===== src/rtl/hash_pkg.sv =====
`default_nettype none

package hash_pkg;

	localparam int word_w = 32; // message words, working state and digest.
	localparam int n_rounds = 16; // rounds in one compression pass.
	localparam int round_w = 4; // wide enough for 0 .. n_rounds-1.
	localparam int n_passes = 3; // one pass per message word.
	localparam int sel_w = 2; // wide enough for the pass number.

	// index of the round on which the counter wraps back to zero.
	localparam logic [round_w-1:0] last_round = round_w'(n_rounds - 1);

	localparam logic [word_w-1:0] hash_iv = 32'h6a09e667; // start value of pass 0.
	localparam logic [word_w-1:0] round_step = 32'h9e3779b9; // times round index.
	localparam int rot_amount = 5; // left rotate applied at the end of a round.

	// the controller runs one init/calc/out triple per pass.
	typedef enum logic [3:0] {
		st_idle,
		st_init_1,
		st_calc_1,
		st_out_1,
		st_init_2,
		st_calc_2,
		st_out_2,
		st_init_3,
		st_calc_3,
		st_out_3,
		st_hash_check,
		st_release, // ack is high here until req drops.
		st_aborted
	} ctrl_state_t;

endpackage

`default_nettype wire

===== src/rtl/hash_module.sv =====
`timescale 1ns/1ps
`default_nettype none

module hash_module (
	input logic clk,
	input logic n_rst,
	input logic req,
	input logic abort,
	input logic [hash_pkg::word_w-1:0] msg_0,
	input logic [hash_pkg::word_w-1:0] msg_1,
	input logic [hash_pkg::word_w-1:0] msg_2,
	output logic ack,
	output logic [hash_pkg::word_w-1:0] digest
);

	logic init;
	logic cnt_up;
	logic halt;
	logic out_load;
	logic rollover;
	logic [hash_pkg::sel_w-1:0] hash_select;
	logic [hash_pkg::round_w-1:0] round_idx;
	logic [hash_pkg::word_w-1:0] core_state;
	logic [hash_pkg::word_w-1:0] chain_value;

	hash_controller i_hash_controller (
		.clk(clk),
		.n_rst(n_rst),
		.req(req),
		.abort(abort),
		.rollover(rollover),
		.init(init),
		.cnt_up(cnt_up),
		.halt(halt),
		.out_load(out_load),
		.ack(ack),
		.hash_select(hash_select)
	);

	round_counter i_round_counter (
		.clk(clk),
		.n_rst(n_rst),
		.init(init),
		.cnt_up(cnt_up),
		.round_idx(round_idx),
		.rollover(rollover)
	);

	hash_round_core i_hash_round_core (
		.clk(clk),
		.n_rst(n_rst),
		.init(init),
		.halt(halt),
		.hash_select(hash_select),
		.round_idx(round_idx),
		.msg_0(msg_0),
		.msg_1(msg_1),
		.msg_2(msg_2),
		.chain_value(chain_value),
		.core_state(core_state)
	);

	digest_register i_digest_register (
		.clk(clk),
		.n_rst(n_rst),
		.out_load(out_load),
		.core_state(core_state),
		.chain_value(chain_value),
		.digest(digest)
	);

endmodule

`default_nettype wire


===== src/rtl/digest_register.sv =====
`timescale 1ns/1ps
`default_nettype none

module digest_register (
	input logic clk,
	input logic n_rst,
	input logic out_load,
	input logic [hash_pkg::word_w-1:0] core_state,
	output logic [hash_pkg::word_w-1:0] chain_value,
	output logic [hash_pkg::word_w-1:0] digest
);

	logic [hash_pkg::word_w-1:0] pass_result; // result of the latest finished pass.

	always_ff @(posedge clk, negedge n_rst) begin
		if (!n_rst) begin
			pass_result <= hash_pkg::hash_iv;
		end else if (out_load) begin
			pass_result <= core_state; // taken on the edge that ends an out step.
		end
	end

	// the same value feeds the next pass and, after pass three, the requester.
	assign chain_value = pass_result;
	assign digest = pass_result;

endmodule

`default_nettype wire


===== src/rtl/hash_round_core.sv =====
`timescale 1ns/1ps
`default_nettype none

module hash_round_core (
	input logic clk,
	input logic n_rst,
	input logic init,
	input logic halt,
	input logic [hash_pkg::sel_w-1:0] hash_select,
	input logic [hash_pkg::round_w-1:0] round_idx,
	input logic [hash_pkg::word_w-1:0] msg_0,
	input logic [hash_pkg::word_w-1:0] msg_1,
	input logic [hash_pkg::word_w-1:0] msg_2,
	input logic [hash_pkg::word_w-1:0] chain_value,
	output logic [hash_pkg::word_w-1:0] core_state
);

	logic [hash_pkg::word_w-1:0] msg_word;
	logic [hash_pkg::word_w-1:0] idx_ext;
	logic [hash_pkg::word_w-1:0] round_const;
	logic [hash_pkg::word_w-1:0] sum;
	logic [hash_pkg::word_w-1:0] round_out;
	logic [hash_pkg::word_w-1:0] start_value;

	always_comb begin
		case (hash_select)
			2'd0: msg_word = msg_0;
			2'd1: msg_word = msg_1;
			default: msg_word = msg_2;
		endcase
	end

	assign idx_ext = {{(hash_pkg::word_w - hash_pkg::round_w){1'b0}}, round_idx};
	assign round_const = idx_ext * hash_pkg::round_step; // wraps mod 2^32.

	// one round is rotl(state + (msg ^ k), rot_amount).
	assign sum = core_state + (msg_word ^ round_const);
	assign round_out = {sum[hash_pkg::word_w-hash_pkg::rot_amount-1:0],
		sum[hash_pkg::word_w-1:hash_pkg::word_w-hash_pkg::rot_amount]};

	// later passes chain off the result of the pass before.
	assign start_value = (hash_select == '0) ? hash_pkg::hash_iv
		: (chain_value ^ hash_pkg::hash_iv);

	always_ff @(posedge clk, negedge n_rst) begin
		if (!n_rst) begin
			core_state <= hash_pkg::hash_iv;
		end else if (init) begin
			core_state <= start_value;
		end else if (!halt) begin
			core_state <= round_out;
		end
	end

	a_sel_range: assert property (@(posedge clk) disable iff (!n_rst)
		hash_select < hash_pkg::n_passes);

endmodule

`default_nettype wire


===== src/rtl/round_counter.sv =====
`timescale 1ns/1ps
`default_nettype none

module round_counter (
	input logic clk,
	input logic n_rst,
	input logic init,
	input logic cnt_up,
	output logic [hash_pkg::round_w-1:0] round_idx,
	output logic rollover
);

	logic at_last; // round_idx sits on the final round of a pass.

	assign at_last = (round_idx == hash_pkg::last_round);

	always_ff @(posedge clk, negedge n_rst) begin
		if (!n_rst) begin
			round_idx <= '0;
		end else if (init) begin
			round_idx <= '0; // every pass starts at round zero.
		end else if (cnt_up) begin
			if (at_last) begin
				round_idx <= '0;
			end else begin
				round_idx <= round_idx + 1'b1;
			end
		end
	end

	// seen by the controller in the same cycle as the last round.
	assign rollover = cnt_up && at_last;

	a_idx_hold: assert property (@(posedge clk) disable iff (!n_rst)
		(!cnt_up && !init) |=> $stable(round_idx));

endmodule

`default_nettype wire


===== src/rtl/hash_controller.sv =====
`timescale 1ns/1ps
`default_nettype none

module hash_controller (
	input logic clk,
	input logic n_rst,
	input logic req,
	input logic abort,
	input logic rollover,
	output logic init,
	output logic cnt_up,
	output logic halt,
	output logic out_load,
	output logic ack,
	output logic [hash_pkg::sel_w-1:0] hash_select
);

	hash_pkg::ctrl_state_t state;
	hash_pkg::ctrl_state_t next_state;

	always_ff @(posedge clk, negedge n_rst) begin
		if (!n_rst) begin
			state <= hash_pkg::st_idle;
		end else begin
			state <= next_state;
		end
	end

	always_comb begin
		next_state = state;
		case (state)
			hash_pkg::st_idle: begin
				if (req && !ack) begin
					next_state = hash_pkg::st_init_1;
				end
			end
			hash_pkg::st_init_1: next_state = hash_pkg::st_calc_1;
			hash_pkg::st_calc_1: begin
				if (rollover) begin
					next_state = hash_pkg::st_out_1;
				end
			end
			hash_pkg::st_out_1: next_state = hash_pkg::st_init_2;
			hash_pkg::st_init_2: next_state = hash_pkg::st_calc_2;
			hash_pkg::st_calc_2: begin
				if (rollover) begin
					next_state = hash_pkg::st_out_2;
				end
			end
			hash_pkg::st_out_2: next_state = hash_pkg::st_init_3;
			hash_pkg::st_init_3: next_state = hash_pkg::st_calc_3;
			hash_pkg::st_calc_3: begin
				if (rollover) begin
					next_state = hash_pkg::st_out_3;
				end
			end
			hash_pkg::st_out_3: next_state = hash_pkg::st_hash_check;
			hash_pkg::st_hash_check: next_state = hash_pkg::st_release;
			hash_pkg::st_release, hash_pkg::st_aborted: begin
				if (!req) begin // the requester has closed the handshake.
					next_state = hash_pkg::st_idle;
				end
			end
			default: next_state = hash_pkg::st_idle;
		endcase

		// abort wins over every other transition.
		if (abort) begin
			next_state = hash_pkg::st_aborted;
		end
	end

	always_comb begin
		init = 1'b0;
		cnt_up = 1'b0;
		halt = 1'b1; // the core only moves in a calc state.
		out_load = 1'b0;
		ack = 1'b0;
		case (state)
			hash_pkg::st_init_1, hash_pkg::st_init_2, hash_pkg::st_init_3: begin
				init = 1'b1;
			end
			hash_pkg::st_calc_1, hash_pkg::st_calc_2, hash_pkg::st_calc_3: begin
				cnt_up = 1'b1;
				halt = 1'b0;
			end
			hash_pkg::st_out_1, hash_pkg::st_out_2, hash_pkg::st_out_3: begin
				out_load = 1'b1;
			end
			hash_pkg::st_release: ack = 1'b1;
			default: ;
		endcase
	end

	// the pass number is held over the init, calc and out steps of each pass.
	always_comb begin
		case (state)
			hash_pkg::st_init_2, hash_pkg::st_calc_2, hash_pkg::st_out_2: begin
				hash_select = 2'd1;
			end
			hash_pkg::st_init_3, hash_pkg::st_calc_3, hash_pkg::st_out_3: begin
				hash_select = 2'd2;
			end
			default: hash_select = 2'd0;
		endcase
	end

	// the counter restart and the first round must not share a cycle.
	a_init_not_cnt: assert property (@(posedge clk) disable iff (!n_rst)
		!(init && cnt_up));

	// under the four-phase rule ack drops only once req is gone or on abort.
	a_ack_falls_late: assert property (@(posedge clk) disable iff (!n_rst)
		$fell(ack) |-> (!$past(req) || $past(abort)));

endmodule

`default_nettype wire


===== config.mk =====
export PLATFORM = sky130hd
export DESIGN_NAME = hash_module
export DESIGN_NICKNAME = d
export VERILOG_FILES = /design/src/rtl/hash_pkg.sv /design/src/rtl/hash_module.sv /design/src/rtl/digest_register.sv /design/src/rtl/hash_round_core.sv /design/src/rtl/round_counter.sv /design/src/rtl/hash_controller.sv
export SDC_FILE = /design/constraint.sdc
export NUM_CORES = 1
export LEC_CHECK = 0
export ABC_CLOCK_PERIOD_IN_PS = 13500
export BUFFER_PORTS_ARGS = -buffer_cell sky130_fd_sc_hd__buf_2
export CAP_MARGIN = 10
export CORE_MARGIN = 3
export CORE_UTILIZATION = 30
export CTS_CLUSTER_SIZE = 10
export DETAILED_ROUTE_END_ITERATION = 10
export PLACE_DENSITY = 0.56
export SKIP_CTS_REPAIR_TIMING = 1
export SLEW_MARGIN = 20
export SYNTH_ARGS = -nofsm -noshare
export SYNTH_HDL_FRONTEND = slang
export SYNTH_HIERARCHICAL = 1
export SYNTH_SLANG_ARGS = --single-unit

===== constraint.sdc =====
create_clock -name clk -period 13.5 [get_ports clk]
set_clock_uncertainty 0.05 [all_clocks]
set_input_delay 2.7 -clock clk [delete_from_list [all_inputs] [get_ports clk]]
set_output_delay 2.7 -clock clk [all_outputs]
set_load 0.005 [all_outputs]

Word level (Yosys, flattened, before mapping)
Index checks and enable logic that the tools add are counted.
{ "classes": {"reduce_logical": 14, "muxes": 19, "multipliers": 1, "n_addsub": 2, "n_bitwise": 2, "n_eq_ne": 19} }
{ "ops": {"columns": ["op", "n"], "rows": [
  ["32-bit two-way mux", 3],
  ["32-bit one-hot mux with 2 select lines", 1],
  ["4-bit one-hot mux with 12 select lines", 1],
  ["4-bit two-way mux", 9],
  ["32-bit adder", 1],
  ["4-bit by 32-bit multiplier with 32-bit output (second input constant)", 1],
  ["32-bit XOR", 1],
  ["4-bit == test (second input constant)", 6],
  ["4-bit by 3-bit == test with 1-bit output (second input constant)", 4],
  ["16-bit NOT", 1],
  ["3-bit OR reduction", 5],
  ["3-bit by 2-bit inequality test with 1-bit output (second input constant)", 4],
  ["4-bit by 2-bit == test with 1-bit output (second input constant)", 2],
  ["5-bit AND reduction", 1],
  ["4-bit by 1-bit adder with 4-bit output (second input constant)", 1],
  ["4-bit by 1-bit == test with 1-bit output (second input constant)", 1],
  ["4-bit logical NOT", 1],
  ["1-bit two-way mux", 4],
  ["2-bit one-hot mux with 2 select lines", 1],
  ["2-bit nonzero test", 2],
  ["3-bit inequality test (second input constant)", 1],
  ["2-bit by 1-bit == test with 1-bit output (second input constant)", 1],
  ["1-bit logical AND", 2],
  ["2-bit logical NOT", 1],
  ["2 further kinds", 2]
]} }
{ "word_totals": {"wordCells": 61, "reg_bits": 72, "out_inout_bits": 33, "inputBits": 100} }

Longest topological paths before layout
Gate-level depths: netlist of run 1.
{ "logic_depth": {"depth_word": 9, "mapped_depth": 24, "mapped_depth_nobuf": 24} }

Modules after synthesis
The synthesis of run 1 kept the hierarchy.
{ "by_module_without_submodules": {"columns": ["mod", "cells_each", "area_each_um2", "instances", "seq_area_each_um2"], "rows": [
  ["hash_round_core", 702, 5490.3, 1, 820.8],
  ["digest_register", 100, 1605.3, 1, 820.8],
  ["hash_controller", 46, 414.1, 1, 100.1],
  ["round_counter", 21, 201.4, 1, 100.1]
]} }

Least setup slack after synthesis of run 1
Ideal clock, no wire load.
{ "synth_path": {"path_kind": "input -> register", "from": "in msg_1[0] in the netlist's numbering", "to": "reg i_hash_round_core/core_state[1] in the netlist's numbering", "t_required_ps": 13352, "setup_ps": 98, "arrival_time_ps": 5276, "cell_stages": 14, "path_slack_ps": 8075, "n_path_buf": 0, "cell_sequence": "mux2i_1 > o21ai_0 > xnor2_1 > ha_1 > fa_1 > a21o_1 > a21oi_1 > o22ai_2 > nand4_1 > a21oi_1 > nor4_2 > o31ai_1 > xnor2_1 > a221oi_1"} }
{ "synth_via": {"elab_chain_len": 5} }
{ "synth_lines": {"columns": ["element", "line", "text"], "rows": [
  ["start, declared", "hash_module.sv:10", "input logic [hash_pkg::word_w-1:0] msg_1,"],
  ["32-bit one-hot mux with 2 select lines", "hash_round_core.sv:26", "case (hash_select)"],
  ["32-bit XOR", "hash_round_core.sv:37", "assign sum = core_state + (msg_word ^ round_const);"],
  ["32-bit adder", "hash_round_core.sv:37", null],
  ["32-bit two-way mux", "hash_round_core.sv:50", "end else if (!halt) begin"],
  ["32-bit two-way mux", "hash_round_core.sv:48", "end else if (init) begin"],
  ["end signal, assigned", "hash_round_core.sv:47", "core_state <= hash_pkg::hash_iv;"],
  ["end signal, assigned", "hash_round_core.sv:49", "core_state <= start_value;"],
  ["end signal, assigned", "hash_round_core.sv:51", "core_state <= round_out;"],
  ["end, declared", "hash_round_core.sv:15", "output logic [hash_pkg::word_w-1:0] core_state"]
]} }
Every way passes these cells. The select of a mux whose other input is x is not followed.
A chain may end at the register's enable or synchronous reset.

Worst setup path in the final report of run 1
{ "layout_path": {"from": "reg i_round_counter/round_idx[1] in the netlist's numbering", "to": "reg i_hash_round_core/core_state[2] in the netlist's numbering"} }
{ "layout_via": {"elab_chain_len": 5} }
{ "layout_lines": {"columns": ["element", "line", "text"], "rows": [
  ["start, declared", "round_counter.sv:9", "output logic [hash_pkg::round_w-1:0] round_idx,"],
  ["start signal, assigned", "round_counter.sv:26", "round_idx <= round_idx + 1'b1;"],
  ["4-bit by 32-bit multiplier with 32-bit output", "hash_round_core.sv:34", "assign round_const = idx_ext * hash_pkg::round_step;"],
  ["32-bit XOR", "hash_round_core.sv:37", null],
  ["32-bit adder", "hash_round_core.sv:37", null],
  ["32-bit two-way mux", "hash_round_core.sv:50", null],
  ["32-bit two-way mux", "hash_round_core.sv:48", null]
]} }
Every way passes these cells. The select of a mux whose other input is x is not followed.

==> results of run 1 <==
## cells in the final DEF (no fill, tap or decap), drive strengths merged, types with 7 or more instances in the layout
cell / netlist / layout
a211oi: 10 / 10
a21o: 27 / 27
a21oi: 69 / 69
a22oi: 7 / 7
a31oi: 8 / 8
and3: 11 / 11
buf: 49 / 139
clkbuf: 21 / 13
dfrtp: 40 / 40
dfstp: 32 / 32
fa: 8 / 8
ha: 60 / 60
inv: 36 / 36
mux2: 36 / 36
mux2i: 37 / 37
nand2: 82 / 82
nand2b: 14 / 14
nand3: 7 / 7
nor2: 45 / 45
nor3: 14 / 14
o21ai: 83 / 83
o21bai: 8 / 8
xnor2: 60 / 60
xor2: 26 / 26
## through the flow
stage | cells | instance area, sq um | utilization | hold slack (ns)
6_report | 1283 | 8640 | 0.342 | 0.465
5_1_grt | 1283 | 8640 | 0.342 | 0.500
2_1_floorplan | 869 | 7710 | - | 0.423
4_1_cts | 1283 | 8640 | 0.342 | 0.469
3_5_place_dp | 1267 | 8380 | 0.332 | 0.456
3_3_place_gp | 1267 | 8380 | 0.332 | 0.455
## logic make-up after synthesis
kind of cell,after synthesis,share of synthesized area
compound gates,258,0.220
simple gates,202,0.124
buf+inv,108,0.0831
xor+xnor,86,0.0977
mux,73,0.116
flops,72,0.239
fa+ha+maj,70,0.121
## registers in the layout (all words and copies together), names as in the netlist
signal	cells
i_round_counter/round_idx	4
i_hash_round_core/core_state	32
i_digest_register/chain_value	32
i_hash_controller/state	4
## worst max-delay path, cell delays in order, from the launching register on
cell and delay (ns):
dfrtp_1 0.52, fa_1 0.67, inv_1 0.07, fa_1 0.48, inv_1 0.04, ha_1 0.25, a21oi_1 0.46, o211ai_1 0.17
a21oi_1 0.25, nand2_1 0.14, a31oi_1 0.33, nor2b_1 0.09, nor3_1 0.14, nor2_1 0.07, xnor2_1 0.41, ha_1 0.37
nand2_1 0.14, o21ai_0 0.12, a221oi_1 0.32, nand2_1 0.17, a21oi_1 0.17, mux2_2 0.34, nor2_1 0.10
## final cells by class
cell class / instances / share of cell area
inverters: 37 / 0.0161
flip-flops and latches: 72 / 0.213
clock buffers: 13 / 0.0289
multi-input cells: 689 / 0.610
clock inverters: 3 / 0.00203
repair buffers: 139 / 0.0825
well taps: 330 / 0.0478
## per-layer routing
layer / global-route usage / up-vias
li1: - / 3238
met5: 0 / -
met3: 0.0248 / 25
met1: 0.237 / 2938
met2: 0.228 / 195
met4: 0.0477 / 0
## synth_stat cells, types with 6 or more instances
cell type,instances,share of area
nor2_1,45,0.022
clkbuf_1,17,0.0083
a21oi_1,65,0.042
nand2_1,81,0.039
mux2i_1,37,0.048
a22oi_1,7,0.0068
nand2b_1,13,0.011
a21o_1,26,0.025
xnor2_1,60,0.068
nor3_1,14,0.0091
o21ai_0,76,0.049
xor2_1,26,0.030
inv_1,36,0.018
ha_1,60,0.097
buf_2,6,0.0039
buf_4,32,0.031
dfrtp_1,40,0.13
mux2_4,32,0.062
fa_1,8,0.021
nand3_1,7,0.0045
a31oi_1,8,0.0065
nand4_1,6,0.0049
a211oi_1,8,0.0078
dfstp_2,32,0.11
and3_1,8,0.0065
o21bai_1,8,0.0078
## path summary, 6_finish.rpt
| path | from | endpoint | slack, ns | cells after the start |
|---|---|---|---|---|
| worst max-delay path | i_round_counter/round_idx[1] | i_hash_round_core/core_state[2] | 7.55 | 22 |
| max in group asynchronous | n_rst | i_hash_round_core/core_state[3] | 10.27 | 2 |
| worst min register to register | i_digest_register/chain_value[24] | i_hash_round_core/core_state[24] | 0.47 | 2 |
| min in group asynchronous | n_rst | i_digest_register/chain_value[12] | 2.53 | 2 |
| worst min-delay path | i_digest_register/chain_value[24] | i_hash_round_core/core_state[24] | 0.47 | 2 |
| worst max register to register | i_round_counter/round_idx[1] | i_hash_round_core/core_state[2] | 7.55 | 22 |
==> results by group, run 1 <==
Timing
  – Hold Vio Cnt, Final: 0
  – Worst Tran Pin Value: 0.926 ns
  – Final period utilization: 0.441
  – FMAX: 168 MHz
  – Final setup vio count: 0
  – Total negative slack: 0 ns
  – Post-route setup slack: 7.55 ns
  – Slew HR: 0.383
  – Slew Viols, Final: 0
  – Setup repair after global routing missed its margin: no
  – Min Clock Period, post-route: 5.95 ns

Placement
  – Gpl congestion: 0.923
  – Setup WS pre-CTS: 7.33 ns
  – Post-DP HPWL: 17800 um
  – Port-buffer cells: 132

Critical path
  – CP arrival: 6.19 ns
  – Kind of critical path: flop to flop
  – Critical Path End Type: flop
  – CP startpoint kind: flop
  – WP data required: 13.73 ns
  – Crit path max fanout: 10

Routing
  – Highest metal used: met4
  – DR iter-0 viols: 408
  – M1 WL: 11500 um
  – Post-DR wirelength/cell: 17.3 um
  – Via density: 4.99
  – Antenna-violating nets left: 0
  – Detail Route met2 WL: 9110 um
  – Drt total wl: 22200 um
  – DRC: 0
  – DR pass1 iterations: 5
  – Routed vias: 6396
  – Metal3 WL: 1130 um

Cells and area
  – Layout net count: 1116
  – Area grow syn2layout: 12.1%
  – FF/Latch Area: 1840 sq um
  – Fillers: 2684
  – Layout cell share with drive strength beyond 1: 0.265
  – Antenna Cells: 0
  – Footprint of the multi-input gates: 5270 sq um

Logic synthesis
  – Count of different cell masters after synthesis: 83
  – Mapped Nets: 1037
  – Ys flop type: dfrtp_1
  – FF+latch count, synth: 72
  – Mapped cell area: 7710 sq um
  – Yosys Warn Count: 6
  – Synth async-reset ratio: 1.00
  – Post-synthesis sequential area ratio: 0.239
  – Cells after synthesis: 869
  – Syn Area/Cell: 8.87 sq um
  – Post-synth EDFFs: 0

GRT
  – Pin count of the biggest net entering global routing: 73
  – GRT Total Usage: 0.157
  – Grt ovf: 0
  – Initial antenna violation count: 0
  – Number of global-route vias before repair: 6090
  – First-pass GRT wire length: 34600 um

Die
  – Die Ht: 166 um
  – Initial core utilization: 0.305
  – Chip Width: 166 um
  – Core Area: 25300 sq um
  – Rows: 58
  – Die area: 27700 sq um
  – IO Pins: 133

Clock tree
  – Max Root-Sink Buffers: 2
  – Total CTS buffers: 9
  – Clock root cell: clkbuf_16
  – Worst-path clk slew: 0.06 ns
  – H-tree levels: 3
  – CTS tree: done
  – Worst-Skew Late Latency: 0.35 ns
  – Clock sink total: 72

Status
  – Status: finished, final reports clean

Job
  – Max-cap violations: 0

Worst hold path
  – Hold Path Class: flop to flop
Power of run 1 is not shown: default switching activity piles up to over one toggle a cycle in this logic, so the estimate is an artifact.
==> run 2, diff against run 1 <==
--- a/config.mk
+++ b/config.mk
@@ -5,7 +5,7 @@
 export SDC_FILE = /design/constraint.sdc
 export NUM_CORES = 1
 export LEC_CHECK = 0
-export ABC_CLOCK_PERIOD_IN_PS = 13500
+export ABC_CLOCK_PERIOD_IN_PS = 6000
 export BUFFER_PORTS_ARGS = -buffer_cell sky130_fd_sc_hd__buf_2
 export CAP_MARGIN = 10
 export CORE_MARGIN = 3
==> constraint.sdc (replaced) <==
create_clock -name clk -period 6 [get_ports clk]
set_clock_uncertainty 0.05 [all_clocks]
set_input_delay 1.2 -clock clk [delete_from_list [all_inputs] [get_ports clk]]
set_output_delay 1.2 -clock clk [all_outputs]
set_load 0.005 [all_outputs]
==> run 2 against run 1 <==
Against the previous run: die area unchanged; clock-buffer cell count down 3; critical endpoint is now i_hash_round_core/core_state[3]; wire length up 2.9%; cell area up 1.9%; global-route usage up 0.64 points; via count up 3.3%; sequential share of layout area down 0.38 points; register-to-register slack worse by 7.2 ns; first-iteration DRC count up 24%.
==> results by group, run 2 (synthesized netlist as in run 1, its figures left out) <==
Clock tree
  – Worst-Skew Late Latency: 0.34 ns (was 0.35 ns)
  – Total CTS buffers: 9 (unchanged)
  – Max Root-Sink Buffers: 2 (unchanged)
  – Worst-path clk slew: 0.06 ns (about the same)
  – CTS tree: done (unchanged)
  – H-tree levels: 3 (unchanged)
  – Clock root cell: clkbuf_16 (unchanged)
  – Clock sink total: 72 (unchanged)

Placement
  – Post-DP HPWL: 18400 um (was 17800 um)
  – Port-buffer cells: 132 (unchanged)
  – Setup WS pre-CTS: 0.295 ns (was 7.33 ns)
  – Gpl congestion: 0.906 (was 0.923)

Timing
  – Slew Viols, Final: 0 (unchanged)
  – Total negative slack: 0 ns (unchanged)
  – Slew HR: 0.384 (was 0.383)
  – Final setup vio count: 0 (unchanged)
  – Post-route setup slack: 0.309 ns (was 7.55 ns)
  – FMAX: 176 MHz (was 168 MHz)
  – Hold Vio Cnt, Final: 0 (unchanged)
  – Hold Slack: 0.456 ns (was 0.465 ns)
  – Worst Tran Pin Value: 0.924 ns (was 0.926 ns)
  – Final period utilization: 0.948 (was 0.441)
  – Setup repair after global routing missed its margin: no (unchanged)
  – Min Clock Period, post-route: 5.69 ns (was 5.95 ns)

Routing
  – Routed vias: 6604 (was 6396)
  – Metal3 WL: 1270 um (was 1130 um)
  – Detail Route met2 WL: 9820 um (was 9110 um)
  – DR pass1 iterations: 5 (unchanged)
  – Via density: 5.11 (was 4.99)
  – Antenna-violating nets left: 0 (unchanged)
  – Drt total wl: 22800 um (was 22200 um)
  – M1 WL: 11400 um (was 11500 um)
  – Highest metal used: met5 (was met4)
  – DR iter-0 viols: 507 (was 408)
  – Post-DR wirelength/cell: 17.6 um (was 17.3 um)
  – DRC: 0 (unchanged)

Cells and area
  – Layout cell share with drive strength beyond 1: 0.279 (was 0.265)
  – Fillers: 2658 (was 2684)
  – Final core occ: 0.349 (was 0.342)
  – Commonest cells after routing, fill and taps aside: buf_2 (132), nand2_1 (81), o21ai_0 (76) (unchanged)
  – Most common cell after layout, fill and taps aside: buf_2 (unchanged)
  – Area grow syn2layout: 14.2% (was 12.1%)
  – Layout net count: 1124 (was 1116)

Critical path
  – CP arrival: 5.90 ns (was 6.19 ns)
  – CP startpoint kind: flop (unchanged)
  – Crit path top cell by count: a21oi_1
  – Critical Path End Type: flop (unchanged)
  – Crit path largest cell delay: 0.66 ns (was 0.67 ns)
  – Crit path max fanout: 10 (unchanged)
  – Cell Chain, Critical Path: fa_1, inv_1, fa_1, inv_1, ha_1, nand3_1, o211ai_1, a21oi_1, nand2_1, a31oi_1, nand2b_1, a21oi_1, xnor2_1, ha_1, a21o_1, a21oi_1, nor2b_1, o21ai_0, nand2b_1, a21oi_1, o21ai_0, o2111a_1, nor3_1 (was fa_1, inv_1, fa_1, inv_1, ha_1, a21oi_1, o211ai_1, a21oi_1, nand2_1, a31oi_1, nor2b_1, nor3_1, nor2_1, xnor2_1, ha_1, nand2_1, o21ai_0, a221oi_1, nand2_1, a21oi_1, mux2_2, nor2_1)
  – Kind of critical path: flop to flop (unchanged)
  – Reg2reg end: i_hash_round_core/core_state[3] (was i_hash_round_core/core_state[2])
  – Crit-path leading delay family: compound AO/OA/AOI/OAI gates (unchanged)
  – WP data required: 6.21 ns (was 13.73 ns)
  – CP max stage cell: fa_1 (unchanged)
  – Worst r2r src: i_round_counter/round_idx[1] (unchanged)
  – Worst Reg2Reg Path Length in Cells: 23 (was 22)
  – R2R setup slack: 0.31 ns (was 7.55 ns)
  – CP Buf/Inv Count: 2 (unchanged)

GRT
  – Pin count of the biggest net entering global routing: 73 (unchanged)
  – GRT Total Usage: 0.163 (was 0.157)
  – Initial antenna violation count: 1 (was 0)
  – Number of global-route vias before repair: 6354 (was 6090)
  – Grt ovf: 0 (unchanged)
  – First-pass GRT wire length: 36000 um (was 34600 um)

Die
  – Die Ht: 166 um (unchanged)
  – Core Area: 25300 sq um (unchanged)
  – Rows: 58 (unchanged)
  – IO Pins: 133 (unchanged)
  – Initial core utilization: 0.305 (unchanged)
  – Chip Width: 166 um (unchanged)
  – Die area: 27700 sq um (unchanged)

Worst hold path
  – Worst Hold Launch: i_digest_register/chain_value[24] (unchanged)
  – Hold Path Class: flop to flop (unchanged)
  – Hold path depth: 2 (unchanged)
  – Hold Path Sink: i_hash_round_core/core_state[24] (unchanged)

Job
  – Max-cap violations: 0 (unchanged)

Status
  – Status: finished, final reports clean (unchanged)
-- run 2: changes by cell type in the layout (fill, tap and decap cells not counted), sizes merged --
cell,previous run,this run
buf,139,147
clkbuf,13,10
bufinv,0,2
diode,0,1
inv,36,37
-- run 2: worst max-delay path by stage --
stage	startpoint	endpoint	cells after the start
global placement	i_round_counter/round_idx[1]	i_hash_round_core/core_state[2]	21
finish	i_round_counter/round_idx[1]	i_hash_round_core/core_state[3]	23
floorplan	i_round_counter/round_idx[1]	i_hash_round_core/core_state[2]	22
CTS	i_round_counter/round_idx[1]	i_hash_round_core/core_state[2]	21
global route	i_round_counter/round_idx[1]	i_hash_round_core/core_state[3]	23
detailed placement	i_round_counter/round_idx[1]	i_hash_round_core/core_state[2]	21
-- run 2: worst register-to-register path, cell delays in order (launching register included) --
cell      delay, ns
dfrtp_1        0.51
fa_1           0.66
inv_1          0.07
fa_1           0.47
inv_1          0.04
ha_1           0.40
nand3_1        0.16
o211ai_1       0.11
a21oi_1        0.25
nand2_1        0.12
a31oi_1        0.36
nand2b_1       0.16
a21oi_1        0.20
xnor2_1        0.24
ha_1           0.38
a21o_1         0.19
a21oi_1        0.14
nor2b_1        0.06
o21ai_0        0.16
nand2b_1       0.07
a21oi_1        0.19
o21ai_0        0.13
o2111a_1       0.27
nor3_1         0.19
-- run 2: per-stage QoR --
stage	area, sq um	std cells
2_1_floorplan	7710	869
3_3_place_gp	8450	1274
3_5_place_dp	8450	1274
4_1_cts	8780	1290
5_1_grt	8810	1291
6_report	8810	1292
-- run 2: layout make-up --
cell class	instances	area (sq um)	share of cell area
multi-input cells	689	5300	0.601
flip-flops and latches	72	1840	0.209
repair buffers	147	786	0.0892
well taps	330	413	0.0469
clock buffers	10	239	0.0271
inverters	37	139	0.0158
clock inverters	6	90.1	0.0102
diodes	1	2.50	0.000284
-- run 2: per-layer routing --
layer | vias to the layer above | global-route usage
li1 | 3255 | -
met3 | 19 | 0.0281
met2 | 215 | 0.250
met5 | - | 0
met1 | 3113 | 0.239
met4 | 2 | 0.0416
Power of run 2 is left out for the same reason.
